===== config.mk =====
export PLATFORM = sky130hd
export DESIGN_NAME = ex_stage
export DESIGN_NICKNAME = d
export VERILOG_FILES = /design/src/verilog/ex_pkg.sv /design/src/verilog/ex_int_unit.sv /design/src/verilog/ex_mem_req.sv /design/src/verilog/ex_result_stage.sv /design/src/verilog/ex_stage.sv
export VERILOG_INCLUDE_DIRS = /design/src /design/src/verilog
export SDC_FILE = /design/constraint.sdc
export NUM_CORES = 1
export LEC_CHECK = 0
export BUFFER_PORTS_ARGS = -buffer_cell sky130_fd_sc_hd__buf_4
export CAP_MARGIN = 15
export CORE_ASPECT_RATIO = 1.4
export CORE_UTILIZATION = 45
export CTS_BUF_LIST = sky130_fd_sc_hd__clkbuf_8 sky130_fd_sc_hd__clkbuf_16
export DETAILED_ROUTE_END_ITERATION = 16
export PLACE_DENSITY = 0.76
export SYNTH_ARGS = -nofsm -noshare
export SYNTH_HDL_FRONTEND = slang
export SYNTH_SLANG_ARGS = --single-unit

===== constraint.sdc =====
create_clock -name clk -period 4.7 [get_ports clk]
set_input_delay 0 -clock clk [delete_from_list [all_inputs] [get_ports clk]]
set_output_delay 0 -clock clk [all_outputs]
set_load 0.005 [all_outputs]

===== src/verilog/ex_settings.svh =====
`ifndef EX_SETTINGS_SVH
`define EX_SETTINGS_SVH

////////////////////////////////////////////////////////////
// Datapath
////////////////////////////////////////////////////////////

`define EX_DATA_W      32
`define EX_REG_ADDR_W  5

// Byte lanes per data word
`define EX_SEL_W       (`EX_DATA_W / 8)

////////////////////////////////////////////////////////////
// Data cache index field inside the address
////////////////////////////////////////////////////////////

`define EX_INDEX_LSB   4
`define EX_INDEX_MSB   11
`define EX_INDEX_W     (`EX_INDEX_MSB - `EX_INDEX_LSB + 1)

// Jump link value and fall-through step
`define EX_LINK_OFFSET 4

`endif


===== src/verilog/ex_pkg.sv =====
`include "ex_settings.svh"

package ex_pkg;

    typedef enum logic [4:0] {
        OP_NOP,
        OP_ADD,
        OP_SUB,
        OP_SLT,
        OP_SLTU,
        OP_AND,
        OP_OR,
        OP_XOR,
        OP_NOR,
        OP_SLL,
        OP_SRL,
        OP_SRA,
        OP_LUI,
        OP_PCADD,
        OP_JUMP,
        OP_LD_B,
        OP_LD_BU,
        OP_LD_H,
        OP_LD_HU,
        OP_LD_W,
        OP_ST_B,
        OP_ST_H,
        OP_ST_W
    } ex_op_e;

    // Request type seen by the data cache
    typedef enum logic [1:0] {
        SZ_BYTE = 2'd0,
        SZ_HALF = 2'd1,
        SZ_WORD = 2'd2
    } ex_size_e;

    typedef struct packed {
        logic                      valid;
        ex_op_e                    op;
        logic [`EX_DATA_W-1:0]     pc;
        logic [`EX_DATA_W-1:0]     oprand1;
        logic [`EX_DATA_W-1:0]     oprand2;
        logic [`EX_DATA_W-1:0]     imm;
        logic [`EX_REG_ADDR_W-1:0] waddr;
        logic                      wreg;
    } ex_issue_t;

    typedef struct packed {
        logic                  ce;
        logic                  we;
        ex_size_e              size;
        logic [`EX_SEL_W-1:0]  sel;
        logic [`EX_DATA_W-1:0] addr;
        logic [`EX_DATA_W-1:0] data;
    } dcache_req_t;

    typedef struct packed {
        logic                      valid;
        ex_op_e                    op;
        logic [`EX_DATA_W-1:0]     pc;
        logic [`EX_REG_ADDR_W-1:0] waddr;
        logic                      wreg;
        logic [`EX_DATA_W-1:0]     wdata;
        logic [`EX_DATA_W-1:0]     mem_addr;
        logic                      excp_ale;
    } ex_mem_t;

    typedef struct packed {
        logic                      wreg;
        logic                      data_valid;
        logic [`EX_REG_ADDR_W-1:0] waddr;
        logic [`EX_DATA_W-1:0]     wdata;
    } ex_fwd_t;

    // One slot of the accepted-access index history
    typedef struct packed {
        logic                   valid;
        logic [`EX_INDEX_W-1:0] index;
    } mem_hist_t;

    function automatic logic op_is_load(ex_op_e op);
        return op inside {OP_LD_B, OP_LD_BU, OP_LD_H, OP_LD_HU, OP_LD_W};
    endfunction

    function automatic logic op_is_store(ex_op_e op);
        return op inside {OP_ST_B, OP_ST_H, OP_ST_W};
    endfunction

endpackage


===== src/verilog/ex_int_unit.sv =====
`timescale 1ns/10ps
`include "ex_settings.svh"

module ex_int_unit
    import ex_pkg::*;
(
    input  ex_issue_t             issue_i,
    output logic [`EX_DATA_W-1:0] int_result_o
);

    logic [`EX_DATA_W-1:0] op1;
    logic [`EX_DATA_W-1:0] op2;
    logic [`EX_DATA_W-1:0] pc;
    logic [`EX_DATA_W-1:0] diff;
    logic [4:0]            shamt;
    logic                  op1_neg;
    logic                  op2_neg;
    logic                  lt_signed;
    logic                  lt_unsigned;

    assign op1   = issue_i.oprand1;
    assign op2   = issue_i.oprand2;
    assign pc    = issue_i.pc;
    assign shamt = op2[4:0];

    ////////////////////////////////////////////////////////////
    // Compare
    ////////////////////////////////////////////////////////////

    // Two's complement difference, shared with SUB
    assign diff    = op1 + (~op2 + `EX_DATA_W'(1));
    assign op1_neg = op1[`EX_DATA_W-1];
    assign op2_neg = op2[`EX_DATA_W-1];

    // Different signs decide directly, equal signs look at the difference
    assign lt_signed = (op1_neg & ~op2_neg) |
                       (~(op1_neg ^ op2_neg) & diff[`EX_DATA_W-1]);

    assign lt_unsigned = op1 < op2;

    ////////////////////////////////////////////////////////////
    // Result select
    ////////////////////////////////////////////////////////////

    always_comb begin
        case (issue_i.op)
            OP_ADD: begin
                int_result_o = op1 + op2;
            end
            OP_SUB: begin
                int_result_o = diff;
            end
            OP_SLT: begin
                int_result_o = `EX_DATA_W'(lt_signed);
            end
            OP_SLTU: begin
                int_result_o = `EX_DATA_W'(lt_unsigned);
            end
            OP_AND: begin
                int_result_o = op1 & op2;
            end
            OP_OR: begin
                int_result_o = op1 | op2;
            end
            OP_XOR: begin
                int_result_o = op1 ^ op2;
            end
            OP_NOR: begin
                int_result_o = ~(op1 | op2);
            end
            OP_SLL: begin
                int_result_o = op1 << shamt;
            end
            OP_SRL: begin
                int_result_o = op1 >> shamt;
            end
            OP_SRA: begin
                int_result_o = $signed(op1) >>> shamt;
            end
            // Upper immediate already placed by decode
            OP_LUI: begin
                int_result_o = op2;
            end
            OP_PCADD: begin
                int_result_o = pc + op2;
            end
            OP_JUMP: begin
                int_result_o = pc + `EX_DATA_W'(`EX_LINK_OFFSET);
            end
            default: begin
                int_result_o = '0;
            end
        endcase
    end

endmodule


===== src/verilog/ex_mem_req.sv =====
`timescale 1ns/10ps
`include "ex_settings.svh"

module ex_mem_req
    import ex_pkg::*;
(
    input  logic                  clk,
    input  logic                  rst,
    input  ex_issue_t             issue_i,
    input  logic                  advance_i,
    input  logic                  dcache_ready_i,
    input  logic                  flush_i,
    output logic [`EX_DATA_W-1:0] mem_addr_o,
    output logic                  excp_ale_o,
    output logic                  mem_stall_o,
    output dcache_req_t           dcache_req_o
);

    logic [`EX_DATA_W-1:0]  addr;
    logic [`EX_INDEX_W-1:0] cur_index;
    logic [4:0]             lane_shift;
    logic                   is_load;
    logic                   is_store;
    logic                   access_mem;
    logic                   misaligned;
    logic                   accept;
    logic                   same_index;
    ex_size_e               size;
    mem_hist_t              hist0_q;
    mem_hist_t              hist1_q;

    assign addr       = issue_i.oprand1 + issue_i.imm;
    assign cur_index  = addr[`EX_INDEX_MSB:`EX_INDEX_LSB];
    assign lane_shift = {addr[1:0], 3'b000};

    assign is_load    = op_is_load(issue_i.op);
    assign is_store   = op_is_store(issue_i.op);
    assign access_mem = issue_i.valid & (is_load | is_store);

    always_comb begin
        case (issue_i.op)
            OP_LD_B, OP_LD_BU, OP_ST_B: size = SZ_BYTE;
            OP_LD_H, OP_LD_HU, OP_ST_H: size = SZ_HALF;
            default: size = SZ_WORD;
        endcase
    end

    // Bytes can sit anywhere
    assign misaligned = ((size == SZ_HALF) & addr[0]) |
                        ((size == SZ_WORD) & (addr[1:0] != 2'b00));

    assign mem_addr_o = addr;
    assign excp_ale_o = access_mem & misaligned;

    ////////////////////////////////////////////////////////////
    // Same-index history
    ////////////////////////////////////////////////////////////

    assign accept = access_mem & advance_i & ~flush_i;

    always_ff @(posedge clk) begin
        if (rst) begin
            hist0_q <= '0;
            hist1_q <= '0;
        end else begin
            hist0_q.valid <= accept;
            hist0_q.index <= accept ? cur_index : '0;
            hist1_q       <= hist0_q;
        end
    end

    assign same_index = (hist0_q.valid & (hist0_q.index == cur_index)) |
                        (hist1_q.valid & (hist1_q.index == cur_index));

    assign mem_stall_o = access_mem & (~dcache_ready_i | same_index);

    ////////////////////////////////////////////////////////////
    // Data cache request
    ////////////////////////////////////////////////////////////

    always_comb begin
        dcache_req_o = '0;
        if (accept & dcache_ready_i) begin
            dcache_req_o.ce   = 1'b1;
            dcache_req_o.we   = is_store;
            dcache_req_o.size = size;
            dcache_req_o.addr = addr;
            case (size)
                SZ_BYTE: begin
                    dcache_req_o.sel = `EX_SEL_W'(4'b0001) << addr[1:0];
                    if (is_store) begin
                        dcache_req_o.data = `EX_DATA_W'(issue_i.oprand2[7:0]) << lane_shift;
                    end
                end
                SZ_HALF: begin
                    dcache_req_o.sel = `EX_SEL_W'(4'b0011) << addr[1:0];
                    if (is_store) begin
                        dcache_req_o.data = `EX_DATA_W'(issue_i.oprand2[15:0]) << lane_shift;
                    end
                end
                default: begin
                    dcache_req_o.sel = '1;
                    if (is_store) begin
                        dcache_req_o.data = issue_i.oprand2;
                    end
                end
            endcase
        end
    end

    // Every request comes from an advancing instruction
    assert property (@(posedge clk) disable iff (rst)
        dcache_req_o.ce |-> advance_i);

    // Controller only advances while the stage reports ready
    assert property (@(posedge clk) disable iff (rst)
        dcache_req_o.ce |-> !mem_stall_o);

endmodule


===== src/verilog/ex_result_stage.sv =====
`timescale 1ns/10ps
`include "ex_settings.svh"

module ex_result_stage
    import ex_pkg::*;
(
    input  logic                  clk,
    input  logic                  rst,
    input  ex_issue_t             issue_i,
    input  logic [`EX_DATA_W-1:0] int_result_i,
    input  logic [`EX_DATA_W-1:0] mem_addr_i,
    input  logic                  excp_ale_i,
    input  logic                  advance_i,
    input  logic                  flush_i,
    input  logic                  clear_i,
    output ex_mem_t               ex_mem_o,
    output ex_fwd_t               fwd_o
);

    logic    is_load;
    logic    is_mem;
    ex_mem_t ex_mem_d;

    assign is_load = op_is_load(issue_i.op);
    assign is_mem  = is_load | op_is_store(issue_i.op);

    ////////////////////////////////////////////////////////////
    // Record assembly
    ////////////////////////////////////////////////////////////

    always_comb begin
        ex_mem_d.valid = issue_i.valid;
        ex_mem_d.op    = issue_i.op;
        ex_mem_d.pc    = issue_i.pc;
        ex_mem_d.waddr = issue_i.waddr;
        ex_mem_d.wreg  = issue_i.valid & issue_i.wreg;

        // Loads get their data in MEM, address only for memory ops
        if (is_mem) begin
            ex_mem_d.wdata    = '0;
            ex_mem_d.mem_addr = mem_addr_i;
            ex_mem_d.excp_ale = excp_ale_i;
        end else begin
            ex_mem_d.wdata    = int_result_i;
            ex_mem_d.mem_addr = '0;
            ex_mem_d.excp_ale = 1'b0;
        end
    end

    always_ff @(posedge clk) begin
        if (rst) begin
            ex_mem_o <= '0;
        end else if (flush_i | clear_i) begin
            ex_mem_o <= '0;
        end else if (advance_i) begin
            ex_mem_o <= ex_mem_d;
        end
    end

    ////////////////////////////////////////////////////////////
    // Forwarding to dispatch
    ////////////////////////////////////////////////////////////

    assign fwd_o.wreg       = ex_mem_d.wreg;
    assign fwd_o.data_valid = ~is_load;
    assign fwd_o.waddr      = ex_mem_d.waddr;
    assign fwd_o.wdata      = ex_mem_d.wdata;

    assert property (@(posedge clk) disable iff (rst)
        flush_i |=> !ex_mem_o.valid);

endmodule


===== src/verilog/ex_stage.sv =====
`timescale 1ns/10ps
`include "ex_settings.svh"

module ex_stage
    import ex_pkg::*;
(
    input  logic        clk,
    input  logic        rst,
    input  ex_issue_t   issue_i,
    input  logic        advance_i,
    input  logic        flush_i,
    input  logic        clear_i,
    input  logic        dcache_ready_i,
    output logic        advance_ready_o,
    output dcache_req_t dcache_req_o,
    output ex_mem_t     ex_mem_o,
    output ex_fwd_t     fwd_o
);

    logic [`EX_DATA_W-1:0] int_result;
    logic [`EX_DATA_W-1:0] mem_addr;
    logic                  excp_ale;
    logic                  mem_stall;

    assign advance_ready_o = ~mem_stall;

    ex_int_unit u_int_unit (
        .issue_i      (issue_i),
        .int_result_o (int_result)
    );

    ex_mem_req u_mem_req (
        .clk            (clk),
        .rst            (rst),
        .issue_i        (issue_i),
        .advance_i      (advance_i),
        .dcache_ready_i (dcache_ready_i),
        .flush_i        (flush_i),
        .mem_addr_o     (mem_addr),
        .excp_ale_o     (excp_ale),
        .mem_stall_o    (mem_stall),
        .dcache_req_o   (dcache_req_o)
    );

    ex_result_stage u_result_stage (
        .clk          (clk),
        .rst          (rst),
        .issue_i      (issue_i),
        .int_result_i (int_result),
        .mem_addr_i   (mem_addr),
        .excp_ale_i   (excp_ale),
        .advance_i    (advance_i),
        .flush_i      (flush_i),
        .clear_i      (clear_i),
        .ex_mem_o     (ex_mem_o),
        .fwd_o        (fwd_o)
    );

endmodule

# Yosys cells after proc, flatten, opt, wreduce, memory -nomap -nowiden
# Index checks and enable logic that the tools add are counted.
classes:
  n_shift: 7
  bitwise_logic: 32
  n_lt_le_gt_ge: 1
  reduce_logical: 8
  n_addsub: 6
  mux: 9
  n_eq_ne: 26
op_table:
  columns: ["cell", "count"]
  rows:
  - ["32-bit one-hot mux with 14 select lines", 1]
  - ["32-bit adder", 4]
  - ["32-bit two-way mux", 3]
  - ["72-bit two-way mux", 1]
  - ["65-bit two-way mux", 1]
  - ["32-bit NOT", 2]
  - ["32-bit one-hot mux with 2 select lines", 1]
  - ["5-bit by 4-bit == test with 1-bit output (second input constant)", 8]
  - ["5-bit == test (second input constant)", 7]
  - ["32-bit by 1-bit adder with 32-bit output (second input constant)", 1]
  - ["32-bit by 3-bit adder with 32-bit output (second input constant)", 1]
  - ["32-bit bitwise AND", 1]
  - ["32-bit < comparator", 1]
  - ["32-bit bitwise OR", 1]
  - ["16-bit by 5-bit << shifter with 32-bit output", 1]
  - ["32-bit by 5-bit << shifter with 32-bit output", 1]
  - ["8-bit by 5-bit << shifter with 32-bit output", 1]
  - ["32-bit by 5-bit >> shifter with 32-bit output", 1]
  - ["32-bit by 5-bit >>> shifter with 32-bit output", 1]
  - ["32-bit bitwise XOR", 1]
  - ["5-bit by 3-bit == test with 1-bit output (second input constant)", 4]
  - ["8-bit == test", 2]
  - ["1-bit bitwise AND", 13]
  - ["5-bit by 2-bit == test with 1-bit output (second input constant)", 2]
  - ["16 further kinds", 29]
word_totals:
  input_bits: 146
  reg_bits: 127
  out_inout_bits: 221

# Longest topological paths before layout
depth:
  depth_word: 8
  mapped_depth: 22
  mapped_depth_nobuf: 17

# By module
# Synthesis repeated with hierarchy kept, for this count alone.
hier_totals:
  hier_cells: 2673
  hier_area_um2: 19741.4
modules_own_cells:
  columns: ["module", "area_per_inst_um2", "seq_area_each_um2", "n_inst", "cells_per_inst"]
  rows:
  - ["ex_int_unit", 10909.2, 0.0, 1, 1571]
  - ["ex_result_stage", 4979.8, 2182.1, 1, 533]
  - ["ex_mem_req", 3848.7, 360.3, 1, 568]
  - ["ex_stage", 3.8, 0.0, 1, 1]

# Worst setup path before layout
# Ideal clock, no wire load.
synth_timing:
  path_kind: "input to register"
  startpoint: "input port issue_i[41] (netlist name)"
  endpoint: "register u_result_stage.ex_mem_o[64] (netlist name)"
  slack_ps: 417
  t_arrival_ps: 4163
  setup_time_ps: 120
  cell_stages: 21
  cell_sequence: "buf_6 -> inv_1 -> buf_2 -> buf_2 -> buf_1 -> ha_1 -> nor2_1 -> a211oi_2 -> nand2_1 -> a211oi_4 -> o21ai_2 -> a21o_1 -> a211o_1 -> a21oi_1 -> o21bai_1 -> fa_1 -> a222oi_1 -> nand4_1 -> a311oi_1 -> o211ai_1 -> o31a_1"
synth_via:
  elab_chain_cells: 5
  word_cells_on_any_way: 10
  classes_between: "add/sub (4); shift (3); mux (2); bitwise (1)"
synth_lines:
  columns: ["element", "line_no", "source"]
  rows:
  - ["start: declaration", "ex_stage.sv:9", "input ex_issue_t issue_i,"]
  - ["32-bit NOT", "ex_int_unit.sv:31", "assign diff = op1 + (~op2 + `EX_DATA_W'(1));"]
  - ["32-bit by 1-bit adder with 32-bit output", "ex_int_unit.sv:31", null]
  - ["32-bit adder", "ex_int_unit.sv:31", null]
  - ["32-bit one-hot mux with 14 select lines *", "ex_int_unit.sv:46", "case (issue_i.op)"]
  - ["65-bit two-way mux *", "ex_result_stage.sv:39", "if (is_mem) begin"]
# Mark *: on every way between the ends. The rest lies on a longest branch, timed or not.
# A chain may end at the register's enable or synchronous reset.

==> results.yml <==
sta:
  timing.hold.ws_ns: 0.07603
  period_minus_slack_ns: 4.723
  worstMarginPinSlew_ns: 1.591
  drv_slew: 3
  setup_ws_ns: -0.02337
  grt_setup_unrepaired: "false"
  final.setup_skew_ns: 0.007562
  post-route-period-util_pct: 100.5
  setup_violations: 1
  finalHoldViolCount: 0
  fmax_ghz: 0.2117
  slew_headroom_pct: -6.093
setup_path:
  crit-reg2reg-launch: "u_result_stage.ex_mem_o[13]"
  regToRegEndpoint: "u_result_stage.ex_mem_o[13]"
  path_cells: "buf_4, ha_1, fa_1, a21oi_1, o2bb2ai_1, a311oi_2, o21ai_0, nor2_1, o21bai_1, xnor2_1, nor2_1, buf_4"
  critPathLaunchType: "input pin"
  worstPathArrival_ns: 4.72
  worst-r2r-cell-count: 2
  cp_num_buf_inv: 2
  crit_path_top_delay_cell: "xnor2_1"
  worstPathMaxFanout: 3
  crit_path_end_kind: "output port"
  path_class: "input pin to output port"
  crit_required_ns: 4.70
  regToRegSetupSlack_ns: 3.93
  cpPeakStageDelay_ns: 1.02
  cpLargestDelayFamily: "compound AO/OA/AOI/OAI gates"
outcome:
  status: "finished, violations left"
  violations: "max-slew violations, negative setup slack"
global_route:
  grt_max_degree: 73
  overflow: 0
  antenna_found_initial: 2
  groute.usage.overall_pct: 52.62
  grt_pass1_wl_um: 163800
  grt_pass1_vias: 23440
yosys:
  postSynthCellCount: 2614
  synth-main-ff-cell: "dfxtp_1"
  yosysWarningCount: 0
  synth_nets: 2931
  async_flop_share_pct: 0
  ys_ff_latch: 127
  yosysTopAreaCellShare_pct: 13.22
  netlist_area_sq_um: 19230
  avgSynthCellArea_sq_um: 7.356
  yosys.cell_count.top_type: "nor2_1"
  ys_types: 101
  ys_seq_area_share_pct: 13.22
  synth_common_cells: "nor2_1, nand2_1, a21oi_1"
  yosysTopAreaCell: "dfxtp_1"
  synthTopCellsByArea: "dfxtp_1, ha_1, nor2_1"
  synth_edf_count: 0
finish:
  synthToLayoutAreaGrowth_pct: 21.50
  drive_gt1_share_pct: 21.37
  layout.nets: 3234
clock_network:
  clock-root-buffer: "clkbuf_16"
  cts_max_path_buffers: 2
  clock_latency_ns: 0.48
  cts_tree: "done"
  clk_pin_slew_worst_paths_ns: 0.06
  numCtsBuffers: 17
  htreeDepth: 4
  cts.sinks: 127
  post-cts-setup-buffers: 0
power_and_ir_drop:
  p_leak_nw: 10.27
  ir_drop_uv: 328.7
  power-per-cell-area_nw_per_um2: 221.6
detailed_routing:
  drt_first_pass_iters: 8
  vias_per_cell: 6.922
  drt_iter0_markers: 3379
  finalWirelength_um: 115300
  ant_nets: 0
  vias: 24080
  drc: 0
  wl_per_cell_um: 33.14
floorplanning:
  ios: 367
  row_count: 89
  initial_core_util_pct: 45.68
  die_x_um: 176.7
  die_height_um: 246.6
  dieArea_sq_um: 43580
  core_area_sq_um: 42090
placed_design:
  gp_congestion: 1.230
  dp_hpwl_um: 88170
  place_ws_ns: 0.5757
  port_buffers: 366
worst_hold_path:
  min_from: "issue_i[37]"
  hold_depth: 4
  holdPathEnd: "u_result_stage.ex_mem_o[32]"
  hold_class: "input pin to flip-flop"
flow_run:
  max-cap-violations: 0
power breakdown:
group	internal [mW]	switching [mW]	leakage, nW	total, mW
clock	0.873	0.615	0.302	1.49
sequential	1.09	0.00987	1.03	1.10
combinational	0.903	1.68	8.94	2.59
metal layers:
layer / global-route usage, % / wire, um / part of all wire, % / up-vias
li1: - / - / - / 10070
met1: 51.30 / 35420 / 31 / 11360
met2: 82.28 / 51740 / 45 / 1903
met3: 19.75 / 13240 / 11 / 736
met4: 56.36 / 14870 / 13 / 0
met5: 0.5787 / 0 / 0 / -
what timing repair did:
item                                   in CTS  in global routing
setup endpoints to repair                   0                  6
hold buffers                               47                  0
resized for setup                           0                  6
endpoints found under the hold margin      63                  0
cell usage in the layout, fill, tap and decap left out, types with 12 or more instances in the layout:
cell and count:
o21ai_0 147, nor3_1 54, nand3_1 64, inv_1 117, buf_4 460, a21o_1 39, clkbuf_16 17, mux4_2 59
mux2i_1 90, a221oi_1 21, nor2b_1 24, and2_1 17, dfxtp_1 127, a22oi_1 30, a21oi_1 183, nand4_1 25
o22ai_1 15, o211ai_1 32, o31ai_1 15, o21ai_1 14, a211oi_1 37, o21bai_1 19, nand2_1 238, o21a_1 24
o2111ai_1 16, nand2b_1 12, mux2_2 17, xor2_1 47, ha_1 167, nor2_1 394, xnor2_1 67, nor4_1 25
a31oi_1 20, dlygate4sd3_1 47, and3_1 23
through the flow:
step / util (%) / std cells / power, mW / setup TNS (ns) / cell area (sq um)
2_1_floorplan: - / 2614 / 2.523 / 0 / 19230
3_3_place_gp: 52.81 / 3396 / 3.482 / 0 / 22230
3_5_place_dp: 52.81 / 3396 / 3.493 / 0 / 22230
4_1_cts: 55.42 / 3475 / 4.998 / 0 / 23330
5_1_grt: 55.49 / 3476 / 5.284 / 0 / 23360
6_report: 55.51 / 3478 / 5.177 / -0.02337 / 23360
final cells by class:
cell class | count | area, sq um
Fill cell | 3928 | 18730
Clock inverter | 13 | 175.2
Multi-Input combinational cell | 2142 | 15090
Clock buffer | 19 | 452.9
Timing Repair Buffer | 510 | 3969
Sequential cell | 127 | 2542
Antenna cell | 2 | 5.005
Inverter | 119 | 446.7
Tap cell | 546 | 683.2
tightest hold or removal path: stages:
cell,delay (ns)
buf_4,0.08
xnor2_1,0.12
a31oi_1,0.21
o21ai_0,0.08
sequential cells by signal (all words and copies together), names as in the netlist:
signal                   count
u_mem_req.hist0_q            9
u_result_stage.ex_mem_o    109
u_mem_req.hist1_q            9
cell families after synthesis:
family                   synth area share [%]
AO/OA/AOI/OAI                           25.78
XOR/XNOR                                5.238
adder cells (fa/ha/maj)                 11.28
buffers and inverters                   8.641
flip-flops                              13.22
multiplexers                            13.66
AND/OR/NAND/NOR                         22.18
how the worst max path moves through the flow:
stage | cells past startpoint | to | slack [ns] | start
after global routing | 19 | fwd_o[30] | 0.008 | issue_i[138]
after detailed placement | 14 | u_result_stage.ex_mem_o[58] | 0.58 | issue_i[135]
after CTS | 20 | fwd_o[21] | 0.18 | issue_i[138]
after global placement | 11 | u_result_stage.ex_mem_o[25] | 0.55 | issue_i[6]
after floorplan | 21 | u_result_stage.ex_mem_o[64] | 0.42 | issue_i[41]
final | 12 | dcache_req_o[56] | -0.02 | issue_i[6]
Power figures use the tool's default switching activity.
